===== config.mk =====
export PLATFORM = sky130hd
export DESIGN_NAME = decode_stage
export DESIGN_NICKNAME = d
export VERILOG_FILES = /design/src/logic/rv_decode_pkg.sv /design/src/logic/decode_stage.sv /design/src/logic/issue_register.sv /design/src/logic/hazard_unit.sv /design/src/logic/format_imm_unit.sv /design/src/logic/op_decoder.sv
export VERILOG_INCLUDE_DIRS = /design/src /design/src/logic
export SDC_FILE = /design/constraint.sdc
export NUM_CORES = 1
export LEC_CHECK = 0
export ABC_CLOCK_PERIOD_IN_PS = 10500
export BUFFER_PORTS_ARGS = -buffer_cell sky130_fd_sc_hd__buf_2
export CORE_MARGIN = 2
export CORE_UTILIZATION = 45
export DETAILED_ROUTE_END_ITERATION = 10
export PLACE_DENSITY = 0.76
export RECOVER_POWER = 25
export SLEW_MARGIN = 20
export SYNTH_ARGS = -nofsm -noshare
export SYNTH_HDL_FRONTEND = slang
export SYNTH_HIERARCHICAL = 1
export SYNTH_SLANG_ARGS = --single-unit

===== constraint.sdc =====
create_clock -name clk -period 10.5 [get_ports clk]
set_clock_uncertainty 0.05 [all_clocks]
set_input_delay 2.1 -clock clk [delete_from_list [all_inputs] [get_ports clk]]
set_output_delay 2.1 -clock clk [all_outputs]
set_load 0.02 [all_outputs]

===== src/logic/rv_decode_macros.svh =====
`ifndef RV_DECODE_MACROS_SVH
`define RV_DECODE_MACROS_SVH

// Datapath and field widths
`define RV_XLEN        32
`define RV_REG_ADDR_W  5
`define RV_TAG_W       3
`define RV_OPC_W       7

// RV32I base opcodes
`define RV_OPC_LUI      7'b0110111
`define RV_OPC_AUIPC    7'b0010111
`define RV_OPC_JAL      7'b1101111
`define RV_OPC_JALR     7'b1100111
`define RV_OPC_BRANCH   7'b1100011
`define RV_OPC_LOAD     7'b0000011
`define RV_OPC_STORE    7'b0100011
`define RV_OPC_OP_IMM   7'b0010011
`define RV_OPC_OP       7'b0110011
`define RV_OPC_MISC_MEM 7'b0001111
`define RV_OPC_SYSTEM   7'b1110011

// funct7 of OP and of the immediate shifts
`define RV_F7_BASE 7'b0000000
`define RV_F7_ALT  7'b0100000

// funct12 of the privileged SYSTEM instructions
`define RV_F12_ECALL  12'h000
`define RV_F12_EBREAK 12'h001
`define RV_F12_SRET   12'h102
`define RV_F12_MRET   12'h302
`define RV_F12_WFI    12'h105

`endif

===== src/logic/rv_decode_pkg.sv =====
`include "rv_decode_macros.svh"

package rv_decode_pkg;

    // Vector types with a meaning of their own
    typedef logic [`RV_XLEN-1:0]       word_t;
    typedef logic [`RV_REG_ADDR_W-1:0] reg_addr_t;
    typedef logic [`RV_TAG_W-1:0]      tag_t;
    typedef logic [`RV_OPC_W-1:0]      opcode_t;

    // Operation handed to the execute stage
    typedef enum logic [5:0] {
        NOP,
        LUI,
        ADD,
        SUB,
        SLL,
        SLT,
        SLTU,
        XOR,
        SRL,
        SRA,
        OR,
        AND,
        BEQ,
        BNE,
        BLT,
        BGE,
        BLTU,
        BGEU,
        JAL,
        JALR,
        LB,
        LH,
        LW,
        LBU,
        LHU,
        SB,
        SH,
        SW,
        ECALL,
        EBREAK,
        SRET,
        MRET,
        WFI,
        CSRRW,
        CSRRS,
        CSRRC,
        CSRRWI,
        CSRRSI,
        CSRRCI,
        INVALID
    } op_e;

    // Encoding formats of the base ISA
    typedef enum logic [2:0] {
        R_TYPE,
        I_TYPE,
        S_TYPE,
        B_TYPE,
        U_TYPE,
        J_TYPE
    } fmt_e;

endpackage


===== src/logic/decode_stage.sv =====
`timescale 1ns/100ps

module decode_stage
    import rv_decode_pkg::*;
(
    input  logic      clk,
    input  logic      reset,
    input  logic      stall_i,
    input  word_t     instruction_i,
    input  word_t     pc_i,
    input  tag_t      tag_i,
    input  word_t     rs1_data_i,
    input  word_t     rs2_data_i,
    output reg_addr_t rs1_o,
    output reg_addr_t rs2_o,
    output reg_addr_t rd_o,
    output logic      hazard_o,
    output word_t     first_operand_o,
    output word_t     second_operand_o,
    output word_t     third_operand_o,
    output word_t     pc_o,
    output word_t     instr_o,
    output tag_t      tag_o,
    output op_e       operation_o,
    output logic      exc_illegal_o,
    output logic      exc_misaligned_o
);

    // Instruction after replay selection
    word_t eff_instr;
    fmt_e  fmt;
    word_t imm;
    op_e   op;
    logic  illegal;

    hazard_unit u_hazard (
        .clk           (clk),
        .reset         (reset),
        .stall_i       (stall_i),
        .instruction_i (instruction_i),
        .fmt_i         (fmt),
        .instr_o       (eff_instr),
        .rs1_o         (rs1_o),
        .rs2_o         (rs2_o),
        .rd_o          (rd_o),
        .hazard_o      (hazard_o)
    );

    op_decoder u_op_dec (
        .instr_i   (eff_instr),
        .op_o      (op),
        .illegal_o (illegal)
    );

    format_imm_unit u_fmt_imm (
        .instr_i (eff_instr),
        .fmt_o   (fmt),
        .imm_o   (imm)
    );

    issue_register u_issue (
        .clk              (clk),
        .reset            (reset),
        .stall_i          (stall_i),
        .hazard_i         (hazard_o),
        .instr_i          (eff_instr),
        .pc_i             (pc_i),
        .tag_i            (tag_i),
        .op_i             (op),
        .illegal_i        (illegal),
        .fmt_i            (fmt),
        .imm_i            (imm),
        .rs1_data_i       (rs1_data_i),
        .rs2_data_i       (rs2_data_i),
        .first_operand_o  (first_operand_o),
        .second_operand_o (second_operand_o),
        .third_operand_o  (third_operand_o),
        .pc_o             (pc_o),
        .instr_o          (instr_o),
        .tag_o            (tag_o),
        .operation_o      (operation_o),
        .exc_illegal_o    (exc_illegal_o),
        .exc_misaligned_o (exc_misaligned_o)
    );

endmodule


===== src/logic/issue_register.sv =====
`timescale 1ns/100ps

module issue_register
    import rv_decode_pkg::*;
(
    input  logic  clk,
    input  logic  reset,
    input  logic  stall_i,
    input  logic  hazard_i,
    input  word_t instr_i,
    input  word_t pc_i,
    input  tag_t  tag_i,
    input  op_e   op_i,
    input  logic  illegal_i,
    input  fmt_e  fmt_i,
    input  word_t imm_i,
    input  word_t rs1_data_i,
    input  word_t rs2_data_i,
    output word_t first_operand_o,
    output word_t second_operand_o,
    output word_t third_operand_o,
    output word_t pc_o,
    output word_t instr_o,
    output tag_t  tag_o,
    output op_e   operation_o,
    output logic  exc_illegal_o,
    output logic  exc_misaligned_o
);

    word_t first_operand;
    word_t second_operand;
    word_t third_operand;
    logic  misaligned;

    ////////////////////////////////////////////////////////////////////////////
    // Operand select by format
    ////////////////////////////////////////////////////////////////////////////

    always_comb begin
        case (fmt_i)
            U_TYPE, J_TYPE: begin
                first_operand  = pc_i;
                second_operand = imm_i;
                third_operand  = imm_i;
            end
            R_TYPE, B_TYPE: begin
                first_operand  = rs1_data_i;
                second_operand = rs2_data_i;
                third_operand  = imm_i;
            end
            // Store data rides in the third slot
            S_TYPE: begin
                first_operand  = rs1_data_i;
                second_operand = imm_i;
                third_operand  = rs2_data_i;
            end
            default: begin
                first_operand  = rs1_data_i;
                second_operand = imm_i;
                third_operand  = imm_i;
            end
        endcase
    end

    assign misaligned = (pc_i[1:0] != 2'b00);

    ////////////////////////////////////////////////////////////////////////////
    // Stage register
    ////////////////////////////////////////////////////////////////////////////

    always_ff @(posedge clk) begin
        if (reset) begin
            first_operand_o  <= '0;
            second_operand_o <= '0;
            third_operand_o  <= '0;
            pc_o             <= '0;
            instr_o          <= '0;
            tag_o            <= '0;
            operation_o      <= NOP;
            exc_illegal_o    <= 1'b0;
            exc_misaligned_o <= 1'b0;
        end else if (hazard_i) begin
            // Bubble goes out even while stalled, keeping the tag
            first_operand_o  <= '0;
            second_operand_o <= '0;
            third_operand_o  <= '0;
            pc_o             <= '0;
            instr_o          <= '0;
            tag_o            <= tag_i;
            operation_o      <= NOP;
            exc_illegal_o    <= 1'b0;
            exc_misaligned_o <= 1'b0;
        end else if (!stall_i) begin
            first_operand_o  <= first_operand;
            second_operand_o <= second_operand;
            third_operand_o  <= third_operand;
            pc_o             <= pc_i;
            instr_o          <= instr_i;
            tag_o            <= tag_i;
            operation_o      <= op_i;
            exc_illegal_o    <= illegal_i;
            exc_misaligned_o <= misaligned;
        end
    end

endmodule


===== src/logic/hazard_unit.sv =====
`timescale 1ns/100ps
`include "rv_decode_macros.svh"

module hazard_unit
    import rv_decode_pkg::*;
(
    input  logic      clk,
    input  logic      reset,
    input  logic      stall_i,
    input  word_t     instruction_i,
    input  fmt_e      fmt_i,
    output word_t     instr_o,
    output reg_addr_t rs1_o,
    output reg_addr_t rs2_o,
    output reg_addr_t rd_o,
    output logic      hazard_o
);

    word_t     last_instr;
    logic      last_hazard;
    opcode_t   opc_class;
    reg_addr_t target_reg;
    reg_addr_t locked_reg;
    logic      is_store;
    logic      is_load;
    logic      locked_store;
    logic      use_rs1;
    logic      use_rs2;

    ////////////////////////////////////////////////////////////////////////////
    // Replay of the instruction that was bubbled
    ////////////////////////////////////////////////////////////////////////////

    always_ff @(posedge clk) begin
        last_instr <= instr_o;
        if (reset) begin
            last_hazard <= 1'b0;
        end else begin
            last_hazard <= hazard_o;
        end
    end

    assign instr_o = last_hazard ? last_instr : instruction_i;

    assign rs1_o     = instr_o[19:15];
    assign rs2_o     = instr_o[24:20];
    assign opc_class = {instr_o[6:2], 2'b11};
    assign is_load   = (opc_class == `RV_OPC_LOAD);

    // A bubble locks nothing
    assign target_reg = hazard_o ? '0 : instr_o[11:7];
    assign is_store   = !hazard_o && (opc_class == `RV_OPC_STORE);

    ////////////////////////////////////////////////////////////////////////////
    // Register lock queue
    ////////////////////////////////////////////////////////////////////////////

    always_ff @(posedge clk) begin
        if (reset) begin
            rd_o         <= '0;
            locked_reg   <= '0;
            locked_store <= 1'b0;
        end else if (!stall_i) begin
            rd_o         <= locked_reg;
            locked_reg   <= target_reg;
            locked_store <= is_store;
        end
    end

    // Source usage per format
    assign use_rs1 = (fmt_i == R_TYPE) || (fmt_i == I_TYPE) ||
                     (fmt_i == S_TYPE) || (fmt_i == B_TYPE);
    assign use_rs2 = (fmt_i == R_TYPE) || (fmt_i == S_TYPE) || (fmt_i == B_TYPE);

    assign hazard_o = (use_rs1 && rs1_o != '0 && rs1_o == locked_reg) ||
                      (use_rs2 && rs2_o != '0 && rs2_o == locked_reg) ||
                      (locked_store && is_load);

endmodule


===== src/logic/format_imm_unit.sv =====
`timescale 1ns/100ps
`include "rv_decode_macros.svh"

module format_imm_unit
    import rv_decode_pkg::*;
(
    input  word_t instr_i,
    output fmt_e  fmt_o,
    output word_t imm_o
);

    opcode_t opc_class;
    word_t   imm_i_type;
    word_t   imm_s_type;
    word_t   imm_b_type;
    word_t   imm_u_type;
    word_t   imm_j_type;

    // Bits 1:0 are always 11 in RV32I, so only bits 6:2 decide
    assign opc_class = {instr_i[6:2], 2'b11};

    always_comb begin
        case (opc_class)
            `RV_OPC_JALR,
            `RV_OPC_LOAD,
            `RV_OPC_OP_IMM: fmt_o = I_TYPE;
            `RV_OPC_STORE:  fmt_o = S_TYPE;
            `RV_OPC_BRANCH: fmt_o = B_TYPE;
            `RV_OPC_LUI,
            `RV_OPC_AUIPC:  fmt_o = U_TYPE;
            `RV_OPC_JAL:    fmt_o = J_TYPE;
            default:        fmt_o = R_TYPE;
        endcase
    end

    ////////////////////////////////////////////////////////////////////////////
    // Immediate assembly, sign bit is always instr[31]
    ////////////////////////////////////////////////////////////////////////////

    assign imm_i_type = {{21{instr_i[31]}}, instr_i[30:20]};
    assign imm_s_type = {{21{instr_i[31]}}, instr_i[30:25], instr_i[11:7]};
    assign imm_b_type = {{20{instr_i[31]}}, instr_i[7], instr_i[30:25],
                         instr_i[11:8], 1'b0};
    assign imm_u_type = {instr_i[31:12], 12'h000};
    assign imm_j_type = {{12{instr_i[31]}}, instr_i[19:12], instr_i[20],
                         instr_i[30:21], 1'b0};

    always_comb begin
        case (fmt_o)
            I_TYPE:  imm_o = imm_i_type;
            S_TYPE:  imm_o = imm_s_type;
            B_TYPE:  imm_o = imm_b_type;
            U_TYPE:  imm_o = imm_u_type;
            J_TYPE:  imm_o = imm_j_type;
            // R-type carries no immediate
            default: imm_o = '0;
        endcase
    end

endmodule


===== src/logic/op_decoder.sv =====
`timescale 1ns/100ps
`include "rv_decode_macros.svh"

module op_decoder
    import rv_decode_pkg::*;
(
    input  word_t instr_i,
    output op_e   op_o,
    output logic  illegal_o
);

    opcode_t    opcode;
    logic [2:0] funct3;
    logic [6:0] funct7;
    logic       sys_regs_zero;

    op_e dec_branch;
    op_e dec_load;
    op_e dec_store;
    op_e dec_op_imm;
    op_e dec_op;
    op_e dec_misc_mem;
    op_e dec_system;

    assign opcode = instr_i[6:0];
    assign funct3 = instr_i[14:12];
    assign funct7 = instr_i[31:25];

    // Privileged ops need rs1 and rd cleared
    assign sys_regs_zero = (instr_i[19:15] == '0) && (instr_i[11:7] == '0);

    ////////////////////////////////////////////////////////////////////////////
    // Per-class tables
    ////////////////////////////////////////////////////////////////////////////

    always_comb begin
        case (funct3)
            3'b000:  dec_branch = BEQ;
            3'b001:  dec_branch = BNE;
            3'b100:  dec_branch = BLT;
            3'b101:  dec_branch = BGE;
            3'b110:  dec_branch = BLTU;
            3'b111:  dec_branch = BGEU;
            default: dec_branch = INVALID;
        endcase
    end

    always_comb begin
        case (funct3)
            3'b000:  dec_load = LB;
            3'b001:  dec_load = LH;
            3'b010:  dec_load = LW;
            3'b100:  dec_load = LBU;
            3'b101:  dec_load = LHU;
            default: dec_load = INVALID;
        endcase
    end

    always_comb begin
        case (funct3)
            3'b000:  dec_store = SB;
            3'b001:  dec_store = SH;
            3'b010:  dec_store = SW;
            default: dec_store = INVALID;
        endcase
    end

    // Only the shifts look at funct7
    always_comb begin
        case (funct3)
            3'b000:  dec_op_imm = ADD;
            3'b001:  dec_op_imm = (funct7 == `RV_F7_BASE) ? SLL : INVALID;
            3'b010:  dec_op_imm = SLT;
            3'b011:  dec_op_imm = SLTU;
            3'b100:  dec_op_imm = XOR;
            3'b101:  dec_op_imm = (funct7 == `RV_F7_BASE) ? SRL :
                                  (funct7 == `RV_F7_ALT)  ? SRA : INVALID;
            3'b110:  dec_op_imm = OR;
            default: dec_op_imm = AND;
        endcase
    end

    always_comb begin
        case ({funct7, funct3})
            {`RV_F7_BASE, 3'b000}: dec_op = ADD;
            {`RV_F7_ALT,  3'b000}: dec_op = SUB;
            {`RV_F7_BASE, 3'b001}: dec_op = SLL;
            {`RV_F7_BASE, 3'b010}: dec_op = SLT;
            {`RV_F7_BASE, 3'b011}: dec_op = SLTU;
            {`RV_F7_BASE, 3'b100}: dec_op = XOR;
            {`RV_F7_BASE, 3'b101}: dec_op = SRL;
            {`RV_F7_ALT,  3'b101}: dec_op = SRA;
            {`RV_F7_BASE, 3'b110}: dec_op = OR;
            {`RV_F7_BASE, 3'b111}: dec_op = AND;
            default:               dec_op = INVALID;
        endcase
    end

    // FENCE retires as a NOP in this in-order core
    assign dec_misc_mem = (funct3 == 3'b000) ? NOP : INVALID;

    always_comb begin
        dec_system = INVALID;
        case (funct3)
            3'b000: begin
                if (sys_regs_zero) begin
                    case (instr_i[31:20])
                        `RV_F12_ECALL:  dec_system = ECALL;
                        `RV_F12_EBREAK: dec_system = EBREAK;
                        `RV_F12_SRET:   dec_system = SRET;
                        `RV_F12_MRET:   dec_system = MRET;
                        `RV_F12_WFI:    dec_system = WFI;
                        default:        dec_system = INVALID;
                    endcase
                end
            end
            3'b001:  dec_system = CSRRW;
            3'b010:  dec_system = CSRRS;
            3'b011:  dec_system = CSRRC;
            3'b101:  dec_system = CSRRWI;
            3'b110:  dec_system = CSRRSI;
            3'b111:  dec_system = CSRRCI;
            default: dec_system = INVALID;
        endcase
    end

    ////////////////////////////////////////////////////////////////////////////
    // Opcode select
    ////////////////////////////////////////////////////////////////////////////

    always_comb begin
        case (opcode)
            `RV_OPC_LUI:      op_o = LUI;
            `RV_OPC_AUIPC:    op_o = ADD;
            `RV_OPC_JAL:      op_o = JAL;
            `RV_OPC_JALR:     op_o = (funct3 == 3'b000) ? JALR : INVALID;
            `RV_OPC_BRANCH:   op_o = dec_branch;
            `RV_OPC_LOAD:     op_o = dec_load;
            `RV_OPC_STORE:    op_o = dec_store;
            `RV_OPC_OP_IMM:   op_o = dec_op_imm;
            `RV_OPC_OP:       op_o = dec_op;
            `RV_OPC_MISC_MEM: op_o = dec_misc_mem;
            `RV_OPC_SYSTEM:   op_o = dec_system;
            default:          op_o = INVALID;
        endcase
    end

    assign illegal_o = (op_o == INVALID);

endmodule


Word-level counts from Yosys, hierarchy flattened
Cells that the tools add are included.
W data, S select, Z words.
Cells by class
  bitwise logic cells: 0
  add/subtract/negate cells: 0
  div/mod/pow operators: 0
  mux-type cells: 23
  eq/ne operators: 48
  multipliers: 0
  $lt $le $gt $ge: 0
  shift operators: 0
  reductions and logical operators: 31
Operator list (count)
  $pmux W32 S5: 1
  $mux W32: 4
  $pmux W6 S7: 2
  $pmux W6 S11: 1
  $pmux W6 S10: 1
  $pmux W6 S5: 2
  $eq A10 B3 Y1 const B: 4
  $mux W6: 6
  $pmux W6 S6: 1
  $eq A7 B6 Y1 const B: 4
  $eq A7 B7 Y1 const B: 4
  $eq A12 B9 Y1 const B: 2
  $eq A10 B2 Y1 const B: 2
  $eq A10 B9 Y1 const B: 2
  $eq A3 B3 Y1 const B: 6
  $pmux W6 S3: 1
  $eq A5 B5 Y1 const B: 3
  $logic_not A5 Y1: 3
  $pmux W3 S5: 1
  $eq A7 B5 Y1 const B: 2
  $eq A12 B1 Y1 const B: 1
  $eq A12 B10 Y1 const B: 1
  $eq A3 B2 Y1 const B: 4
  $logic_not A12 Y1: 1
  other kinds (21): 43
Storage, ports and cells
  memory bits (read-only): 0
  latch bits: 0
  register bits: 215
  memories kept: 0
  RAM bits: 0

Depth between registers and ports, before layout
  depth in word-level cells: 14
  gate-level depth with buffers: 18
  mapped depth without buffers: 11

Modules after synthesis
Netlist, hierarchy kept.
By module, submodules not included
  issue_register: sequential area each 3423.3 um^2, cells an instance 756, instances 1, area each 7404.6 um^2
  hazard_unit: sequential area each 880.8 um^2, cells an instance 154, instances 1, area each 1765.4 um^2
  op_decoder: sequential area each 0.0 um^2, cells an instance 161, instances 1, area each 973.4 um^2
  format_imm_unit: sequential area each 0.0 um^2, cells an instance 80, instances 1, area each 540.5 um^2

Worst setup path after synthesis
Ideal clock, no wire load.
  path kind: input-to-output
  from: input port instruction_i[2]
  to: output port hazard_o
  cell stages on the path: 8
  required time: 8.350 ns
  path buffers: 1
  data arrival time: 4.222 ns
  setup slack: 4.128 ns
  cells stage by stage: mux2_2 -> clkbuf_8 -> o31a_1 -> o21ai_0 -> nor2b_1 -> nor3_1 -> o2111ai_1 -> nand3_1
Between the ends
  word-level cells in the longest chain between the ends: 12
  elaborated cells between the ends (all ways): 28
  classes of those cells: 10 x eq/ne; 2 x mux; 16 x reduce/logical
Ends and longest elaborated chain
  start: declaration: line decode_stage.sv:9  | input word_t instruction_i,
  $mux W32 (*): line hazard_unit.sv:43  | assign instr_o = last_hazard ? last_instr : instruction_i;
  $eq A5 B5 Y1, or another cell as far along: line format_imm_unit.sv:23  | case (opc_class)
  $reduce_or A3 Y1 / $reduce_or A2 Y1 (equally long branches): line format_imm_unit.sv:23
  $pmux W3 S5 (*): line format_imm_unit.sv:23
  net fmt[0]: line decode_stage.sv:31  | fmt_e fmt;
  $eq A3 B1 Y1 / $logic_not A3 Y1 (equally long branches): line hazard_unit.sv:71, hazard_unit.sv:73
  $logic_or A1 B1 Y1 (2 in series): line hazard_unit.sv:71  | assign use_rs1 = (fmt_i == R_TYPE) || (fmt_i == I_TYPE) ||
  $logic_or A1 B1 Y1: line hazard_unit.sv:72  | (fmt_i == S_TYPE) || (fmt_i == B_TYPE);
  $logic_and A1 B1 Y1 (2 in series): line hazard_unit.sv:75  | assign hazard_o = (use_rs1 && rs1_o != '0 && rs1_o == locked_reg) ||
  $logic_or A1 B1 Y1 (*): line hazard_unit.sv:75
  $logic_or A1 B1 Y1 (*): line hazard_unit.sv:76  | (use_rs2 && rs2_o != '0 && rs2_o == locked_reg) ||
  end: declaration: line decode_stage.sv:17  | output logic hazard_o,
Mark *: on every way through the listed nets, which the timed path passes. The rest lies on a longest branch.

Worst setup path in the final report
  from: input port instruction_i[3]
  to: output port hazard_o
Between the ends
  word-level cells in the longest chain between the ends: 12
  elaborated cells between the ends (all ways): 28
  classes of those cells: 10 x eq/ne; 2 x mux; 16 x reduce/logical
Ends and longest elaborated chain
  $mux W32 (*): line hazard_unit.sv:43
  net eff_instr[3]: line decode_stage.sv:30  | word_t eff_instr;
  $eq A5 B5 Y1, or another cell as far along: line format_imm_unit.sv:23
  $reduce_or A3 Y1 / $reduce_or A2 Y1 (equally long branches): line format_imm_unit.sv:23
  $pmux W3 S5 (*): line format_imm_unit.sv:23
  net fmt[2]: line decode_stage.sv:31
  $eq A3 B1 Y1 / $logic_not A3 Y1 (equally long branches): line hazard_unit.sv:71, hazard_unit.sv:73
  $logic_or A1 B1 Y1 (2 in series): line hazard_unit.sv:71
  $logic_or A1 B1 Y1: line hazard_unit.sv:72
  $logic_and A1 B1 Y1 (2 in series): line hazard_unit.sv:75
  $logic_or A1 B1 Y1 (*): line hazard_unit.sv:75
  $logic_or A1 B1 Y1 (*): line hazard_unit.sv:76
Marked as above.

==> summary.txt <==
Setup path
  – CP most frequent cell: buf_2
  – CP Class: in2out
  – R2R Setup Slk: 5.22 ns
  – CP max-delay cell: mux2_1
  – Crit path largest cell delay: 0.65 ns
  – Setup crit end kind: primary output
  – Crit start category: input port
  – Crit-path max FO: 46
  – WP data arrival: 4.80 ns
  – CP Data Required Time: 8.35 ns
  – Crit path cell chain: buf_2, mux2_1, or3b_4, a21boi_4, buf_4, nor3_1, o2111ai_1, nand3_1, buf_2

Synth
  – Yosys warning total: 6
  – Post-synthesis cell count: 1151
  – Yosys reg bits: 215
  – Top cells by count, synth: dfxtp_1 (215), mux2i_1 (113), nor2_1 (98), a21oi_1 (76), inv_1 (76)
  – Syn_nets: 1285
  – Count leader, synth: dfxtp_1
  – Post-synth ARST share: 0%
  – Post-synth EDFFs: 0
  – Syn avg cell area: 9.28 um2
  – Synthesized area: 10700 um2
  – Post-synth top area cell: dfxtp_1
  – Register area share after synthesis: 40.3%
  – Synth top area share: 40.3%
  – Distinct cells, synth: 80
  – Top_reg_cell synth: dfxtp_1
  – Area contributors post-synth: dfxtp_1 (40%), mux2i_1 (11%), a221oi_2 (4.4%)

Final layout
  – Share of cells above drive strength 1: 26.1%
  – Synthesis-to-layout area growth: 20.4%
  – Layout Nets: 1530
  – Post-Layout Inst Area: 12900 um2

Floorplanning
  – Core Footprint: 23400 um2
  – Die area: 25000 um2
  – Die height: 158 um
  – Number of core rows: 56
  – Initial Util: 45.7%
  – IO Pins: 321
  – Die width: 158 um

CTS
  – Hold Buf Count CTS: 0
  – Root Driver: clkbuf_16
  – Inserted Clock Buffers: 24
  – CTS resizes: 0
  – Clk Latency, worst-skew pair: 0.52 ns
  – Depth of the CTS H-tree: 1
  – Setup bufs post-CTS: 0
  – Clock Tree Buf Depth: 3
  – Clock-pin transition on the worst setup and hold timing paths: 0.06 ns
  – CTS tree: done
  – Clock sink count: 215

Placement
  – HPWL Detailed: 22500 um
  – RD Place Congestion: 0.927
  – Port Buffer Count: 320
  – Placed cell area: 12000 um2

Power and ir drop
  – PwrDens: 176 nW/um2
  – Peak supply drop: 0.0000937 V
  – Leak Pwr: 0.00580 uW

Timing
  – Minimum clock period: 6.95 ns
  – Upper clock frequency limit: 144 MHz
  – Worst relative slew slack: 23.0%
  – Final Max Slew Viols: 0
  – Unrepaired setup endpoints after global routing: false
  – Final worst-path cycle share: 66.2%
  – Setup TNS: 0 ns
  – Hold Fails Final Rpt: 0
  – Final setup vio count: 0
  – Worst-margin pin slew: 1.16 ns

Drt
  – Router iterations before antenna repair: 7
  – DR DRC count: 0
  – Routed Antenna Nets: 0
  – Initial DRC count: 1010
  – Via/cell ratio: 5.63
  – WL per Instance: 19.2 um
  – Routed WL: 33300 um
  – Via count: 9767

Global routing
  – Pin count of the biggest net entering global routing: 125
  – GR Overflow Total: 0
  – Vias in the first global route: 9053
  – Initial antenna violation count: 2
  – First-pass GRT wire length: 49600 um
  – Total global-route track usage: 25.1%

Worst hold path
  – Hold Path Class: reg2reg

Flow run
  – Max-cap viol count: 0

Outcome
  – Status: complete, no violations
[path summary, 6_finish.rpt]
path | startpoint | to | depth (start not counted)
hold / removal | u_hazard/locked_store | u_hazard/locked_store | 2
setup / recovery | instruction_i[3] | hazard_o | 9
hold reg to reg | u_hazard/locked_store | u_hazard/locked_store | 2
setup reg to reg | u_hazard/last_hazard | u_issue/first_operand_o[7] | 13
[critical path: cells and delay by family]
kind / cells / cell delay, ns
AND/OR/NAND/NOR: 3 / 0.92
buffers and inverters: 3 / 0.79
multiplexers: 1 / 0.65
AO/OA/AOI/OAI: 2 / 0.33
[final cells by class]
cell class                      instances  area (um2)
Clock buffer                           35         743
Clock inverter                          9         156
Antenna cell                            2        5.00
Timing Repair Buffer                  329        1600
Multi-Input combinational cell        750        5370
Sequential cell                       215        4310
Tap cell                              319         399
Fill cell                            2188       10500
Inverter                               76         285
[where the power goes]
part | total, uW | switching, uW | internal, uW
clock | 933 | 344 | 589
sequential | 912 | 33.5 | 879
combinational | 422 | 278 | 144
total | 2270 | 656 | 1610
[layout by cell type (no fill, tap or decap), types with 10 or more instances in the layout]
| master | netlist | final |
|---|---|---|
| a21o_1 | 10 | 10 |
| a21oi_1 | 76 | 76 |
| a221oi_1 | 33 | 33 |
| a221oi_2 | 31 | 31 |
| a31oi_1 | 35 | 35 |
| buf_2 | 21 | 256 |
| clkbuf_1 | 34 | 65 |
| clkbuf_16 | 0 | 25 |
| dfxtp_1 | 215 | 214 |
| inv_1 | 76 | 74 |
| mux2_1 | 0 | 32 |
| mux2i_1 | 113 | 113 |
| nand2_1 | 75 | 75 |
| nand3_1 | 15 | 15 |
| nor2_1 | 98 | 98 |
| nor3_1 | 23 | 23 |
| nor4_1 | 11 | 11 |
| o21ai_0 | 17 | 17 |
| o21ai_1 | 27 | 27 |
| o21bai_1 | 32 | 32 |
[kinds of logic after synthesis]
group,after synthesis,synth area share [%]
xor+xnor,13,1.21
flops,215,40.3
simple gates,279,12.8
mux,145,14.0
buf+inv,186,9.68
compound gates,313,22.0
[stage by stage]
stage | worst slack, ns | hold WS (ns) | util [%] | total power, uW | std cells
2_1_floorplan | 4.13 | 0.368 | - | 1220 | 1151
3_3_place_gp | 3.92 | 0.375 | 51.5 | 1340 | 1689
3_5_place_dp | 3.85 | 0.395 | 51.5 | 1350 | 1689
4_1_cts | 3.86 | 0.411 | 55.3 | 2280 | 1733
5_1_grt | 3.38 | 0.440 | 55.0 | 2350 | 1735
6_report | 3.55 | 0.409 | 55.0 | 2270 | 1735
[routing by layer]
metal	share of wire (%)	global-route usage (%)
met1	43	33.0
met5	0	0
met4	3.0	9.14
met2	47	41.1
met3	7.1	4.63
Note: power is estimated with default switching activity, not from simulation.
